$ cat src/source/gsm_pkg.sv
// ----------------------------------------------------------
// shared types for the 4x4 shared-memory packet switch
// header layout: seq 7..0, src 15..8, count 19..16,
// mask 27..24, upper bits are free payload
// a packet is one header cell and 0 to 15 data cells
// ----------------------------------------------------------
package gsm_pkg;

	localparam int N_PORTS = 4;
	localparam int CELL_W = 64;

	typedef logic [CELL_W-1:0] cell_data_t;
	typedef logic [N_PORTS-1:0] port_mask_t;
	typedef logic [1:0] port_idx_t;
	typedef logic [3:0] cell_cnt_t;

	// header field positions
	localparam int HDR_SEQ_LSB = 0;
	localparam int HDR_SRC_LSB = 8;
	localparam int HDR_CNT_LSB = 16;
	localparam int HDR_MASK_LSB = 24;

	typedef struct packed {
		cell_data_t data;
		logic hdr;
	} in_cell_t;

	typedef struct packed {
		cell_data_t data;
		port_mask_t mask;
		logic first;
		logic last;
	} tag_cell_t;

	typedef struct packed {
		cell_data_t data;
		logic first;
		logic last;
	} out_cell_t;

endpackage
$ cat src/source/gsm_switch.sv
// ----------------------------------------------------------
// 4x4 shared-memory packet switch, single clock
// pipeline: arbiter, header parse, cell buffer, scheduler
// first-cell latency is 4 cycles or more
// ----------------------------------------------------------
module gsm_switch #(
	parameter int BUF_AW = 5
) (
	input  logic clk_80M,
	input  logic i_rst,
	input  logic [gsm_pkg::N_PORTS-1:0] i_in_valid,
	input  gsm_pkg::in_cell_t i_in_cell [gsm_pkg::N_PORTS],
	output logic [gsm_pkg::N_PORTS-1:0] o_in_ready,
	output logic [gsm_pkg::N_PORTS-1:0] o_out_valid,
	output gsm_pkg::out_cell_t o_out_cell [gsm_pkg::N_PORTS],
	input  logic [gsm_pkg::N_PORTS-1:0] i_out_ready
);
	import gsm_pkg::*;

	// arbiter to parser
	logic arb_valid;
	logic arb_ready;
	in_cell_t arb_cell;
	port_idx_t arb_src;

	// parser to buffer
	logic par_valid;
	logic par_ready;
	tag_cell_t par_cell;

	// buffer and scheduler
	port_mask_t q_nonempty;
	logic [BUF_AW-1:0] q_head [N_PORTS];
	logic rd_req;
	port_idx_t rd_port;
	logic [BUF_AW-1:0] rd_addr;
	out_cell_t rd_data;

	gsm_ingress_arb u_arb (
		.clk_80M(clk_80M),
		.i_rst(i_rst),
		.i_in_valid(i_in_valid),
		.i_in_cell(i_in_cell),
		.o_in_ready(o_in_ready),
		.o_arb_valid(arb_valid),
		.o_arb_cell(arb_cell),
		.o_arb_src(arb_src),
		.i_arb_ready(arb_ready)
	);

	gsm_hdr_parse u_parse (
		.clk_80M(clk_80M),
		.i_rst(i_rst),
		.i_arb_valid(arb_valid),
		.i_arb_cell(arb_cell),
		.i_arb_src(arb_src),
		.o_arb_ready(arb_ready),
		.o_par_valid(par_valid),
		.o_par_cell(par_cell),
		.i_par_ready(par_ready)
	);

	gsm_cell_buffer #(.BUF_AW(BUF_AW)) u_buf (
		.clk_80M(clk_80M),
		.i_rst(i_rst),
		.i_par_valid(par_valid),
		.i_par_cell(par_cell),
		.o_par_ready(par_ready),
		.o_q_nonempty(q_nonempty),
		.o_q_head(q_head),
		.i_rd_req(rd_req),
		.i_rd_port(rd_port),
		.i_rd_addr(rd_addr),
		.o_rd_data(rd_data)
	);

	gsm_egress_sched #(.BUF_AW(BUF_AW)) u_sched (
		.clk_80M(clk_80M),
		.i_rst(i_rst),
		.i_q_nonempty(q_nonempty),
		.i_q_head(q_head),
		.o_rd_req(rd_req),
		.o_rd_port(rd_port),
		.o_rd_addr(rd_addr),
		.i_rd_data(rd_data),
		.o_out_valid(o_out_valid),
		.o_out_cell(o_out_cell),
		.i_out_ready(i_out_ready)
	);

endmodule

$ cat src/source/gsm_egress_sched.sv
// ----------------------------------------------------------
// egress scheduler, one buffer read per cycle
// a port is read only if its output register is free
// when the data returns, in-flight reads included
// ----------------------------------------------------------
module gsm_egress_sched #(
	parameter int BUF_AW = 5
) (
	input  logic clk_80M,
	input  logic i_rst,
	input  gsm_pkg::port_mask_t i_q_nonempty,
	input  logic [BUF_AW-1:0] i_q_head [gsm_pkg::N_PORTS],
	output logic o_rd_req,
	output gsm_pkg::port_idx_t o_rd_port,
	output logic [BUF_AW-1:0] o_rd_addr,
	input  gsm_pkg::out_cell_t i_rd_data,
	output logic [gsm_pkg::N_PORTS-1:0] o_out_valid,
	output gsm_pkg::out_cell_t o_out_cell [gsm_pkg::N_PORTS],
	input  logic [gsm_pkg::N_PORTS-1:0] i_out_ready
);
	import gsm_pkg::*;

	port_idx_t rr_ptr;
	port_idx_t pend_port;
	logic pend_valid;
	port_mask_t in_flight;
	port_mask_t elig;

	always_comb begin
		in_flight = '0;
		if (pend_valid) begin
			in_flight[pend_port] = 1'b1;
		end
	end

	assign elig = i_q_nonempty & ~in_flight & (~o_out_valid | i_out_ready);

	// round-robin pick over eligible ports
	always_comb begin
		port_idx_t idx;
		o_rd_req = 1'b0;
		o_rd_port = rr_ptr;
		for (int k = 0; k < N_PORTS; k++) begin
			idx = rr_ptr + port_idx_t'(k);
			if (!o_rd_req && elig[idx]) begin
				o_rd_req = 1'b1;
				o_rd_port = idx;
			end
		end
	end

	assign o_rd_addr = i_q_head[o_rd_port];

	always_ff @(posedge clk_80M) begin
		if (i_rst) begin
			rr_ptr <= '0;
			pend_valid <= 1'b0;
			o_out_valid <= '0;
		end else begin
			pend_valid <= o_rd_req;
			if (o_rd_req) begin
				rr_ptr <= o_rd_port + 1'b1;
			end
			for (int p = 0; p < N_PORTS; p++) begin
				if (in_flight[p]) begin
					o_out_valid[p] <= 1'b1;
				end else if (i_out_ready[p]) begin
					o_out_valid[p] <= 1'b0;
				end
			end
		end
	end

	// read data lands in the register of the port it was issued for
	always_ff @(posedge clk_80M) begin
		pend_port <= o_rd_port;
		for (int p = 0; p < N_PORTS; p++) begin
			if (in_flight[p]) begin
				o_out_cell[p] <= i_rd_data;
			end
		end
	end

	for (genvar p = 0; p < N_PORTS; p++) begin : g_hold
		a_out_hold: assert property (@(posedge clk_80M) disable iff (i_rst)
			(o_out_valid[p] && !i_out_ready[p]) |=>
			(o_out_valid[p] && $stable(o_out_cell[p])));
	end

endmodule

$ cat src/source/gsm_cell_buffer.sv
// ----------------------------------------------------------
// shared cell memory, 2**BUF_AW cells for all ports
// each egress queue holds at most half of the cells
// multicast cells are stored once with a reference count
// read data comes one cycle after the read request
// ----------------------------------------------------------
module gsm_cell_buffer #(
	parameter int BUF_AW = 5
) (
	input  logic clk_80M,
	input  logic i_rst,
	input  logic i_par_valid,
	input  gsm_pkg::tag_cell_t i_par_cell,
	output logic o_par_ready,
	output gsm_pkg::port_mask_t o_q_nonempty,
	output logic [BUF_AW-1:0] o_q_head [gsm_pkg::N_PORTS],
	input  logic i_rd_req,
	input  gsm_pkg::port_idx_t i_rd_port,
	input  logic [BUF_AW-1:0] i_rd_addr,
	output gsm_pkg::out_cell_t o_rd_data
);
	import gsm_pkg::*;

	localparam int DEPTH = 1 << BUF_AW;
	localparam int QAW = BUF_AW - 1;
	localparam int QDEPTH = 1 << QAW;
	localparam int RCW = $clog2(N_PORTS + 1);

	typedef logic [BUF_AW-1:0] addr_t;
	typedef logic [RCW-1:0] ref_t;

	out_cell_t mem [DEPTH];
	ref_t ref_cnt [DEPTH];
	addr_t free_mem [DEPTH];
	addr_t free_rd;
	addr_t free_wr;
	logic [BUF_AW:0] free_cnt;
	addr_t q_mem [N_PORTS][QDEPTH];
	logic [QAW-1:0] q_rd [N_PORTS];
	logic [QAW-1:0] q_wr [N_PORTS];
	logic [QAW:0] q_cnt [N_PORTS];
	port_mask_t q_full;
	port_mask_t push;
	port_mask_t pop;
	logic store;
	logic free_push;
	addr_t wr_addr;

	function automatic ref_t mask_refs(port_mask_t m);
		ref_t n;
		n = '0;
		for (int k = 0; k < N_PORTS; k++) begin
			n = n + ref_t'(m[k]);
		end
		return n;
	endfunction

	// ------------------------------------------------------
	// queue status and write side
	// ------------------------------------------------------
	always_comb begin
		for (int p = 0; p < N_PORTS; p++) begin
			// msb set means QDEPTH entries
			q_full[p] = q_cnt[p][QAW];
			o_q_nonempty[p] = (q_cnt[p] != '0);
			o_q_head[p] = q_mem[p][q_rd[p]];
			pop[p] = i_rd_req && (i_rd_port == port_idx_t'(p));
		end
	end

	assign wr_addr = free_mem[free_rd];
	assign o_par_ready = (free_cnt != '0) && ((i_par_cell.mask & q_full) == '0);
	// zero mask cells are taken and dropped
	assign store = i_par_valid && o_par_ready && (i_par_cell.mask != '0);
	assign push = store ? i_par_cell.mask : '0;
	assign free_push = i_rd_req && (ref_cnt[i_rd_addr] == ref_t'(1));

	always_ff @(posedge clk_80M) begin
		if (store) begin
			mem[wr_addr] <= '{data: i_par_cell.data, first: i_par_cell.first,
				last: i_par_cell.last};
			ref_cnt[wr_addr] <= mask_refs(i_par_cell.mask);
		end
		if (i_rd_req) begin
			ref_cnt[i_rd_addr] <= ref_cnt[i_rd_addr] - 1'b1;
		end
		o_rd_data <= mem[i_rd_addr];
		for (int p = 0; p < N_PORTS; p++) begin
			if (push[p]) begin
				q_mem[p][q_wr[p]] <= wr_addr;
			end
		end
	end

	// ------------------------------------------------------
	// free list and queue pointers
	// ------------------------------------------------------
	always_ff @(posedge clk_80M) begin
		if (i_rst) begin
			free_rd <= '0;
			free_wr <= '0;
			free_cnt <= (BUF_AW + 1)'(DEPTH);
			for (int a = 0; a < DEPTH; a++) begin
				free_mem[a] <= addr_t'(a);
			end
			for (int p = 0; p < N_PORTS; p++) begin
				q_rd[p] <= '0;
				q_wr[p] <= '0;
				q_cnt[p] <= '0;
			end
		end else begin
			if (store) begin
				free_rd <= free_rd + 1'b1;
			end
			if (free_push) begin
				free_mem[free_wr] <= i_rd_addr;
				free_wr <= free_wr + 1'b1;
			end
			if (free_push && !store) begin
				free_cnt <= free_cnt + 1'b1;
			end else if (store && !free_push) begin
				free_cnt <= free_cnt - 1'b1;
			end
			for (int p = 0; p < N_PORTS; p++) begin
				if (push[p]) begin
					q_wr[p] <= q_wr[p] + 1'b1;
				end
				if (pop[p]) begin
					q_rd[p] <= q_rd[p] + 1'b1;
				end
				if (push[p] && !pop[p]) begin
					q_cnt[p] <= q_cnt[p] + 1'b1;
				end else if (pop[p] && !push[p]) begin
					q_cnt[p] <= q_cnt[p] - 1'b1;
				end
			end
		end
	end

	a_free_ovf: assert property (@(posedge clk_80M) disable iff (i_rst)
		(free_push && !store) |-> (free_cnt != (BUF_AW + 1)'(DEPTH)));

	// reader must take the head of a non-empty queue
	a_rd_empty: assert property (@(posedge clk_80M) disable iff (i_rst)
		i_rd_req |-> o_q_nonempty[i_rd_port] && (i_rd_addr == o_q_head[i_rd_port]));

endmodule

$ cat src/source/gsm_hdr_parse.sv
// ----------------------------------------------------------
// header decode stage, one cell register
// tags every cell with the packet mask and first/last flags
// a zero count header is both first and last
// ----------------------------------------------------------
module gsm_hdr_parse (
	input  logic clk_80M,
	input  logic i_rst,
	input  logic i_arb_valid,
	input  gsm_pkg::in_cell_t i_arb_cell,
	input  gsm_pkg::port_idx_t i_arb_src,
	output logic o_arb_ready,
	output logic o_par_valid,
	output gsm_pkg::tag_cell_t o_par_cell,
	input  logic i_par_ready
);
	import gsm_pkg::*;

	port_mask_t mask_q;
	port_mask_t hdr_mask;
	cell_cnt_t left;
	cell_cnt_t hdr_cnt;
	port_idx_t src_q;
	logic accept;

	assign o_arb_ready = !o_par_valid || i_par_ready;
	assign accept = i_arb_valid && o_arb_ready;
	assign hdr_cnt = i_arb_cell.data[HDR_CNT_LSB +: $bits(cell_cnt_t)];
	assign hdr_mask = i_arb_cell.data[HDR_MASK_LSB +: N_PORTS];

	always_ff @(posedge clk_80M) begin
		if (i_rst) begin
			o_par_valid <= 1'b0;
			left <= '0;
		end else begin
			if (accept) begin
				o_par_valid <= 1'b1;
			end else if (i_par_ready) begin
				o_par_valid <= 1'b0;
			end
			if (accept) begin
				left <= i_arb_cell.hdr ? hdr_cnt : left - 1'b1;
			end
		end
	end

	always_ff @(posedge clk_80M) begin
		if (accept && i_arb_cell.hdr) begin
			mask_q <= hdr_mask;
			src_q <= i_arb_src;
			o_par_cell <= '{data: i_arb_cell.data, mask: hdr_mask, first: 1'b1,
				last: (hdr_cnt == '0)};
		end else if (accept) begin
			o_par_cell <= '{data: i_arb_cell.data, mask: mask_q, first: 1'b0,
				last: (left == cell_cnt_t'(1))};
		end
	end

	// data cells belong to an open packet from the same ingress port
	a_same_src: assert property (@(posedge clk_80M) disable iff (i_rst)
		(accept && !i_arb_cell.hdr) |-> (left != '0) && (i_arb_src == src_q));

endmodule

$ cat src/source/gsm_ingress_arb.sv
// ----------------------------------------------------------
// round-robin arbiter over the ingress ports
// grant is held until the last cell of a packet transfers
// every port must start with a header cell
// ----------------------------------------------------------
module gsm_ingress_arb (
	input  logic clk_80M,
	input  logic i_rst,
	input  logic [gsm_pkg::N_PORTS-1:0] i_in_valid,
	input  gsm_pkg::in_cell_t i_in_cell [gsm_pkg::N_PORTS],
	output logic [gsm_pkg::N_PORTS-1:0] o_in_ready,
	output logic o_arb_valid,
	output gsm_pkg::in_cell_t o_arb_cell,
	output gsm_pkg::port_idx_t o_arb_src,
	input  logic i_arb_ready
);
	import gsm_pkg::*;

	typedef enum logic {IDLE, PKT} lock_t;

	lock_t state;
	port_idx_t rr_ptr;
	port_idx_t gnt;
	port_idx_t sel;
	port_idx_t cur;
	cell_cnt_t rem;
	cell_cnt_t hdr_cnt;
	logic run;
	logic xfer;

	// rotating priority search from rr_ptr
	always_comb begin
		port_idx_t idx;
		logic found;
		sel = rr_ptr;
		found = 1'b0;
		for (int k = 0; k < N_PORTS; k++) begin
			idx = rr_ptr + port_idx_t'(k);
			if (!found && i_in_valid[idx]) begin
				sel = idx;
				found = 1'b1;
			end
		end
	end

	assign cur = (state == PKT) ? gnt : sel;
	assign o_arb_valid = run && i_in_valid[cur];
	assign o_arb_cell = i_in_cell[cur];
	assign o_arb_src = cur;
	assign xfer = o_arb_valid && i_arb_ready;
	assign hdr_cnt = o_arb_cell.data[HDR_CNT_LSB +: $bits(cell_cnt_t)];

	always_comb begin
		for (int p = 0; p < N_PORTS; p++) begin
			o_in_ready[p] = run && i_arb_ready && (cur == port_idx_t'(p));
		end
	end

	always_ff @(posedge clk_80M) begin
		if (i_rst) begin
			state <= IDLE;
			rr_ptr <= '0;
			gnt <= '0;
			rem <= '0;
			run <= 1'b0;
		end else begin
			run <= 1'b1;
			if (xfer && state == IDLE) begin
				if (hdr_cnt == '0) begin
					// header-only packet, done at once
					rr_ptr <= sel + 1'b1;
				end else begin
					state <= PKT;
					gnt <= sel;
					rem <= hdr_cnt;
				end
			end else if (xfer) begin
				rem <= rem - 1'b1;
				if (rem == cell_cnt_t'(1)) begin
					state <= IDLE;
					rr_ptr <= gnt + 1'b1;
				end
			end
		end
	end

	a_no_hdr_mid_pkt: assert property (@(posedge clk_80M) disable iff (i_rst)
		(state == PKT && o_arb_valid) |-> !o_arb_cell.hdr);

endmodule

$ cat config.mk
export PLATFORM = sky130hd
export DESIGN_NAME = gsm_switch
export DESIGN_NICKNAME = d
export VERILOG_FILES = /design/src/source/gsm_pkg.sv /design/src/source/gsm_switch.sv /design/src/source/gsm_egress_sched.sv /design/src/source/gsm_cell_buffer.sv /design/src/source/gsm_hdr_parse.sv /design/src/source/gsm_ingress_arb.sv
export SDC_FILE = /design/constraint.sdc
export NUM_CORES = 2
export LEC_CHECK = 0
export CAP_MARGIN = 5
export CORE_MARGIN = 1.5
export CORE_UTILIZATION = 45
export DETAILED_ROUTE_END_ITERATION = 10
export DONT_BUFFER_PORTS = 1
export GPL_TIMING_DRIVEN = 0
export SLEW_MARGIN = 15
export SYNTH_ARGS = -nofsm -noshare
export SYNTH_HDL_FRONTEND = slang
export SYNTH_SLANG_ARGS = --single-unit
$ cat constraint.sdc
create_clock -name clk_80M -period 11.77 [get_ports clk_80M]
set_clock_uncertainty 0.15 [all_clocks]
set_input_delay 1.177 -clock clk_80M [delete_from_list [all_inputs] [get_ports clk_80M]]
set_output_delay 1.177 -clock clk_80M [all_outputs]
set_load 0.01 [all_outputs]
; Yosys cells after proc, flatten, opt, wreduce, memory -nomap -nowiden
; Memory sizes are Yosys's and may differ from the RTL's. A register that Yosys moved wholly into a read port is not among the register bits.
; Cells that the tools add are included.
; Widths: inputs -> output; s select.
[word_totals]
regBits = 378
mem_bits_rw = 2740
out_inout_bits = 272
memories = 7
[mem_list]
columns = name, depth, width, read_ports, rd_clocked_by_memory_dff, wr, line_no
row1 = u_buf.mem, 32, 66, 1, 1, 1, gsm_cell_buffer.sv:32  ; out_cell_t mem [DEPTH];
row2 = u_buf.q_mem, 4, 80, 4, 0, 4, gsm_cell_buffer.sv:38  ; addr_t q_mem [N_PORTS][QDEPTH];
row3 = u_buf.free_mem, 32, 5, 1, 1, 32, gsm_cell_buffer.sv:34  ; addr_t free_mem [DEPTH];
row4 = u_buf.ref_cnt, 32, 3, 1, 0, 2, gsm_cell_buffer.sv:33  ; ref_t ref_cnt [DEPTH];
row5 = u_buf.q_cnt, 4, 5, 4, 0, 4, gsm_cell_buffer.sv:41  ; logic [QAW:0] q_cnt [N_PORTS];
row6 = u_buf.q_rd, 4, 4, 4, 0, 4, gsm_cell_buffer.sv:39  ; logic [QAW-1:0] q_rd [N_PORTS];
row7 = 1 more memories, --, --, --, --, --, --
[op_classes]
addsub = 35
n_lt_le_gt_ge = 25
n_eq_ne = 11
n_mux = 175
bitwise_logic = 34
n_reduce_logical = 80
[op_table]
columns = op, count
row1 = $mux 80, 4
row2 = $mux 70, 2
row3 = $bmux 65 s2, 1
row4 = $mux 5, 26
row5 = $mux 65, 2
row6 = $mux 1, 94
row7 = $bmux 5 s4, 4
row8 = $demux 5 s4, 4
row9 = $mux 4, 14
row10 = $ge 5x5->1 const B, 8
row11 = $not 4->5, 8
row12 = $logic_and 1x1->1, 38
row13 = $add 4x1->4 const B, 8
row14 = $add 5x1->5 const B, 6
row15 = $lt 2x3->1 const B, 10
row16 = $mux 2, 11
row17 = $lt 5x1->1 const B, 4
row18 = $reduce_bool 5->1, 4
row19 = $sub 5x1->5 const B, 4
row20 = $bmux 1 s2, 9
row21 = $reduce_bool 2->1, 9
row22 = $logic_not 1->1, 17
row23 = $or 1x1->1, 16
row24 = $and 4x4->4, 3
row25 = 30 further kinds, 54

; Logic depth before layout (Yosys ltp)
; An unclocked memory read counts as a cell.
[logic_depth]
ltp_word = 32
depth_mapped = 34
mapped_depth_nobuf = 28

; Modules after synthesis
; Synthesis repeated with hierarchy kept, for this count alone.
[unflattened]
hier_cells = 6381
area_unflattened_um2 = 123961.4
[by_module_without_submodules]
columns = mod, n_inst, cells_per_inst, area_per_inst_um2, seq_area_each_um2
row1 = gsm_cell_buffer, 1, 5273, 109217.2, 84020.6
row2 = gsm_egress_sched, 1, 331, 8588.2, 8107.8
row3 = gsm_hdr_parse, 1, 204, 3089.2, 2312.2
row4 = gsm_ingress_arb, 1, 573, 3066.7, 200.2

; Least setup slack after synthesis
; OpenSTA, ideal clock, no wires.
[synth_timing]
kind = register to register
start = reg u_sched.pend_port[0]
end = reg u_buf.free_cnt[5]
setup_time_ns = 0.062
arrival_time_ns = 10.519
t_required_ns = 11.558
setup_slack_ns = 1.038
stages_incl_launch_ff = 31
synth_period_minus_slack_ns = 10.732
path_cell_list = dfxtp_1 -> nor3b_1 -> a211o_1 -> o221a_2 -> o21a_1 -> buf_4 -> clkinv_1 -> nand2_1 -> o21a_1 -> buf_2 -> buf_4 -> buf_2 -> mux4_2 -> a22oi_1 -> and4_1 -> ha_1 -> and2_1 -> clkbuf_1 -> nand2_4 -> inv_2 -> buf_2 -> ha_1 -> inv_1 -> ha_1 -> a21o_1 -> a21oi_1 -> o21bai_1 -> a21oi_1 -> xnor2_1 -> or3_1 -> nand3_1
[synth_between]
elab_chain_len = 30
[synth_lines]
columns = item, line_no
row1 = from (decl), gsm_egress_sched.sv:24  ; port_idx_t pend_port;
row2 = from (signal assigned), gsm_egress_sched.sv:76  ; pend_port <= o_rd_port;
row3 = $lt 2x3->1 (implied by the code) / $ge 2x1->1 (equally long branches), gsm_egress_sched.sv:32  ; in_flight[pend_port] = 1'b1;
row4 = $logic_and 1x1->1 (implied by the code), gsm_egress_sched.sv:32
row5 = $mux 1 (implied by the code), gsm_egress_sched.sv:32
row6 = $demux 1 s2 (*), --
row7 = $mux 4 (*), gsm_egress_sched.sv:31  ; if (pend_valid) begin
row8 = via u_sched.in_flight[0], gsm_egress_sched.sv:26  ; port_mask_t in_flight;
row9 = $not 4->4 (*), gsm_egress_sched.sv:36  ; assign elig = i_q_nonempty & ~in_flight & (~o_out_valid | i_out_ready);
row10 = $and 4x4->4 (*) (2 in series), gsm_egress_sched.sv:36
row11 = [12 not listed], --
row12 = via rd_port[0], gsm_switch.sv:35  ; port_idx_t rd_port;
row13 = [1 not listed], --
row14 = $bmux 5 s2 (*), gsm_egress_sched.sv:52  ; assign o_rd_addr = i_q_head[o_rd_port];
row15 = $mux 5 (*) (2 in series), --
row16 = $mem_v2 32x3 (*), --
row17 = $eq 3x1->1 (*), gsm_cell_buffer.sv:76  ; assign free_push = i_rd_req && (ref_cnt[i_rd_addr] == ref_t'(1));
row18 = $logic_and 1x1->1 (*), gsm_cell_buffer.sv:76
row19 = $logic_not 1->1, gsm_cell_buffer.sv:121  ; end else if (store && !free_push) begin
row20 = $logic_and 1x1->1, gsm_cell_buffer.sv:121
row21 = $reduce_bool 2->1 (no line), --
row22 = to (signal assigned), gsm_cell_buffer.sv:102  ; free_cnt <= (BUF_AW + 1)'(DEPTH);
row23 = to (signal assigned), gsm_cell_buffer.sv:120  ; free_cnt <= free_cnt + 1'b1;
row24 = to (signal assigned), gsm_cell_buffer.sv:122  ; free_cnt <= free_cnt - 1'b1;
row25 = to (decl), gsm_cell_buffer.sv:37  ; logic [BUF_AW:0] free_cnt;
; Mark *: on every way through the listed nets, which the timed path passes. The rest lies on a longest branch. The select of a mux whose other input is x is not followed.
; A chain may end at the register's enable or synchronous reset.

==> flow_summary.toml <==
[status]
status = "finished, violations left"
violations = "DRC"

[setup_path]
cp.required_ps = 12460
critPathMaxFanout = 10
critPathMostFrequentCell = "buf_2"
worst_setup_path_end_kind = "register"
worst_path_max_delay_cell = "buf_2"
slowest_delay_ps = 780
cp.arrival_ps = 9870
startpoint_type = "register"
crit_type = "register to register"

[synth]
synthFlopType = "edfxtp_1"
ys_seq_area_share_pct = 76.8
synth_edf_count = 3077
syn-cell-area_mm2 = 0.123
synth_cells = 5907
synth-seq-cells = 3189
synth-async-reset-ratio_pct = 0
ys_warn_count = 0
synth_area_per_cell_um2 = 20.9
synth_cell_types = 69
synth_nets = 6237

[cells_and_area]
drive_above_1_share_pct = 26.1
area_growth_pct = 16.5
num-nets-final = 6774
layout_commonest_cell = "edfxtp_1"
most-common-layout-cells = "edfxtp_1, mux4_2, clkbuf_16"
stdcell_area_mm2 = 0.144

[cts]
cts_resized = 0
clock-root-buffer = "clkbuf_16"
path_clk_slew_ps = 60
clkSinkCount = 3189
holdBufCountCts = 0
htreeDepth = 5
cts_tree = "done"
clockBufferDepth = 4
numCtsBuffers = 330
clk_latency_ps = 940
postCtsSetupRepairBufs = 0

[floorplan]
boundaryPins = 542
die-area_mm2 = 0.277
initial_utilization_pct = 45.4
rows = 191
core_region_area_mm2 = 0.271
die_h_um = 526
die_w_um = 526

[timing]
fin_crit_ps = 9180
fin_crit_sh_pct = 78.0
maxSlewViolCount = 0
fmax_mhz = 109
finalSetupViolCount = 0
rsz0062_at_grt = "false"
relSlewSlack_pct = 8.02
worst_pin_slew_ps = 1380
hold_violations = 0

[route]
vias_per_cell = 6.31
wl_per_cell_um = 36.9
drt_iter0_drc = 9381
ant_nets = 0
via_count = 65237
dr.pass1.iters = 10
wirelength_um = 382000
drc = 2

[placed_design]
place_area_mm2 = 0.133
place_hpwl_um = 255000
port-buffer-count = 0
place_congestion = 0.908

[grt]
grt_overflow = 0
grt_pass1_wl_um = 521000
grt_start_max_net_pins = 71
grtUsageTotal_pct = 27.2
grt_pass1_vias = 64552
antenna_found_initial = 32

[worst_hold_path]
min_path_type = "register to register"

[job]
cap_violations = 0
-- stage by stage --
| step | setup WS, ps | instances | TNS (ps) | hold WS, ps | util, % |
|---|---|---|---|---|---|
| floorplan | 1040 | 5907 | 0 | 288 | - |
| global placement | -9410 | 9477 | -9752390 | 294 | 47.0 |
| detailed placement | 2290 | 9682 | 0 | 306 | 48.8 |
| CTS | 2670 | 10289 | 0 | 303 | 52.8 |
| global route | 2180 | 10333 | 0 | 318 | 52.9 |
| finish | 2590 | 10342 | 0 | 311 | 52.9 |
-- final timing paths --
kind                            cells past startpoint                      end          startpoint  slack [ps]
worst min register to register                      0  u_sched.o_out_cell[133]  u_buf.o_rd_data[1]         310
worst max-delay path                               29        u_buf.free_cnt[5]    u_buf.q_rd[0][8]        2590
worst min-delay path                                0  u_sched.o_out_cell[133]  u_buf.o_rd_data[1]         310
worst max register to register                     29        u_buf.free_cnt[5]    u_buf.q_rd[0][8]        2590
-- cell type report --
| class | instances | area (µm²) |
|---|---|---|
| antenna | 53 | 133 |
| buffer | 338 | 1560 |
| clock buffer | 412 | 8780 |
| clock inverter | 195 | 2040 |
| fill | 21093 | 128000 |
| inverter | 52 | 196 |
| multi-input combinational | 2328 | 27200 |
| sequential | 3189 | 94600 |
| tap | 3570 | 4470 |
| timing repair buffer | 205 | 4490 |
-- layer usage --
| layer | up-vias | track usage (%) | routed length [µm] |
|---|---|---|---|
| li1 | 25681 | - | - |
| met1 | 34939 | 36.7 | 146000 |
| met2 | 3993 | 43.2 | 181000 |
| met3 | 616 | 5.76 | 38500 |
| met4 | 8 | 11.3 | 17000 |
| met5 | - | 0 | 63 |
-- critical path, delay by kind of cell (launching register included) --
family,cells,cell delay [ps]
AO/OA/AOI/OAI,7,1500
XOR/XNOR,1,90
multiplexers,3,1500
buffers and inverters,9,3200
AND/OR/NAND/NOR,6,1260
flip-flops,1,520
adder cells (fa/ha/maj),3,790
-- registers in the layout, indices dropped and copies added (netlist names), 6 cells and up, named ones only --
name and flops:
u_buf.mem 2112, u_buf.q_mem 320, u_sched.o_out_cell 264, u_buf.free_mem 160
u_buf.ref_cnt 96, u_parse.o_par_cell 70, u_buf.o_rd_data 66, u_buf.q_cnt 20
u_buf.q_rd 16, u_buf.q_wr 16, u_buf.free_cnt 6
-- Yosys cell counts (17+ instances only) --
master / count / area [µm²]
nor2_1: 183 / 687
a21oi_1: 41 / 205
mux4_2: 749 / 16900
nand2_1: 230 / 863
o21ai_0: 81 / 405
nand3_1: 95 / 475
edfxtp_1: 3077 / 92400
buf_2: 97 / 485
xor2_1: 21 / 184
or3_1: 18 / 113
ha_1: 55 / 688
clkbuf_1: 169 / 634
o21ai_1: 31 / 155
inv_1: 47 / 176
mux2i_1: 37 / 370
and3_1: 31 / 194
mux2_2: 79 / 890
dfxtp_1: 112 / 2240
nand4_1: 75 / 469
buf_1: 54 / 203
a22oi_1: 275 / 2060
and2_1: 121 / 757
nor2b_1: 17 / 106
nor3_1: 69 / 345
xnor2_1: 18 / 158
-- logic make-up (layout without fill, tap and decap cells) --
family / after synthesis / in the layout / share of synthesized area (%)
flip-flops: 3189 / 3189 / 76.8
AND/OR/NAND/NOR: 883 / 883 / 3.54
AO/OA/AOI/OAI: 479 / 479 / 2.67
adder cells (fa/ha/maj): 60 / 60 / 0.640
buffers and inverters: 390 / 1202 / 1.35
other: 0 / 53 / 0
XOR/XNOR: 39 / 39 / 0.277
multiplexers: 867 / 867 / 14.7
Power is left out: the tool's default activity adds up to more than one toggle a clock period on the data nets, which glitch-free logic cannot reach.
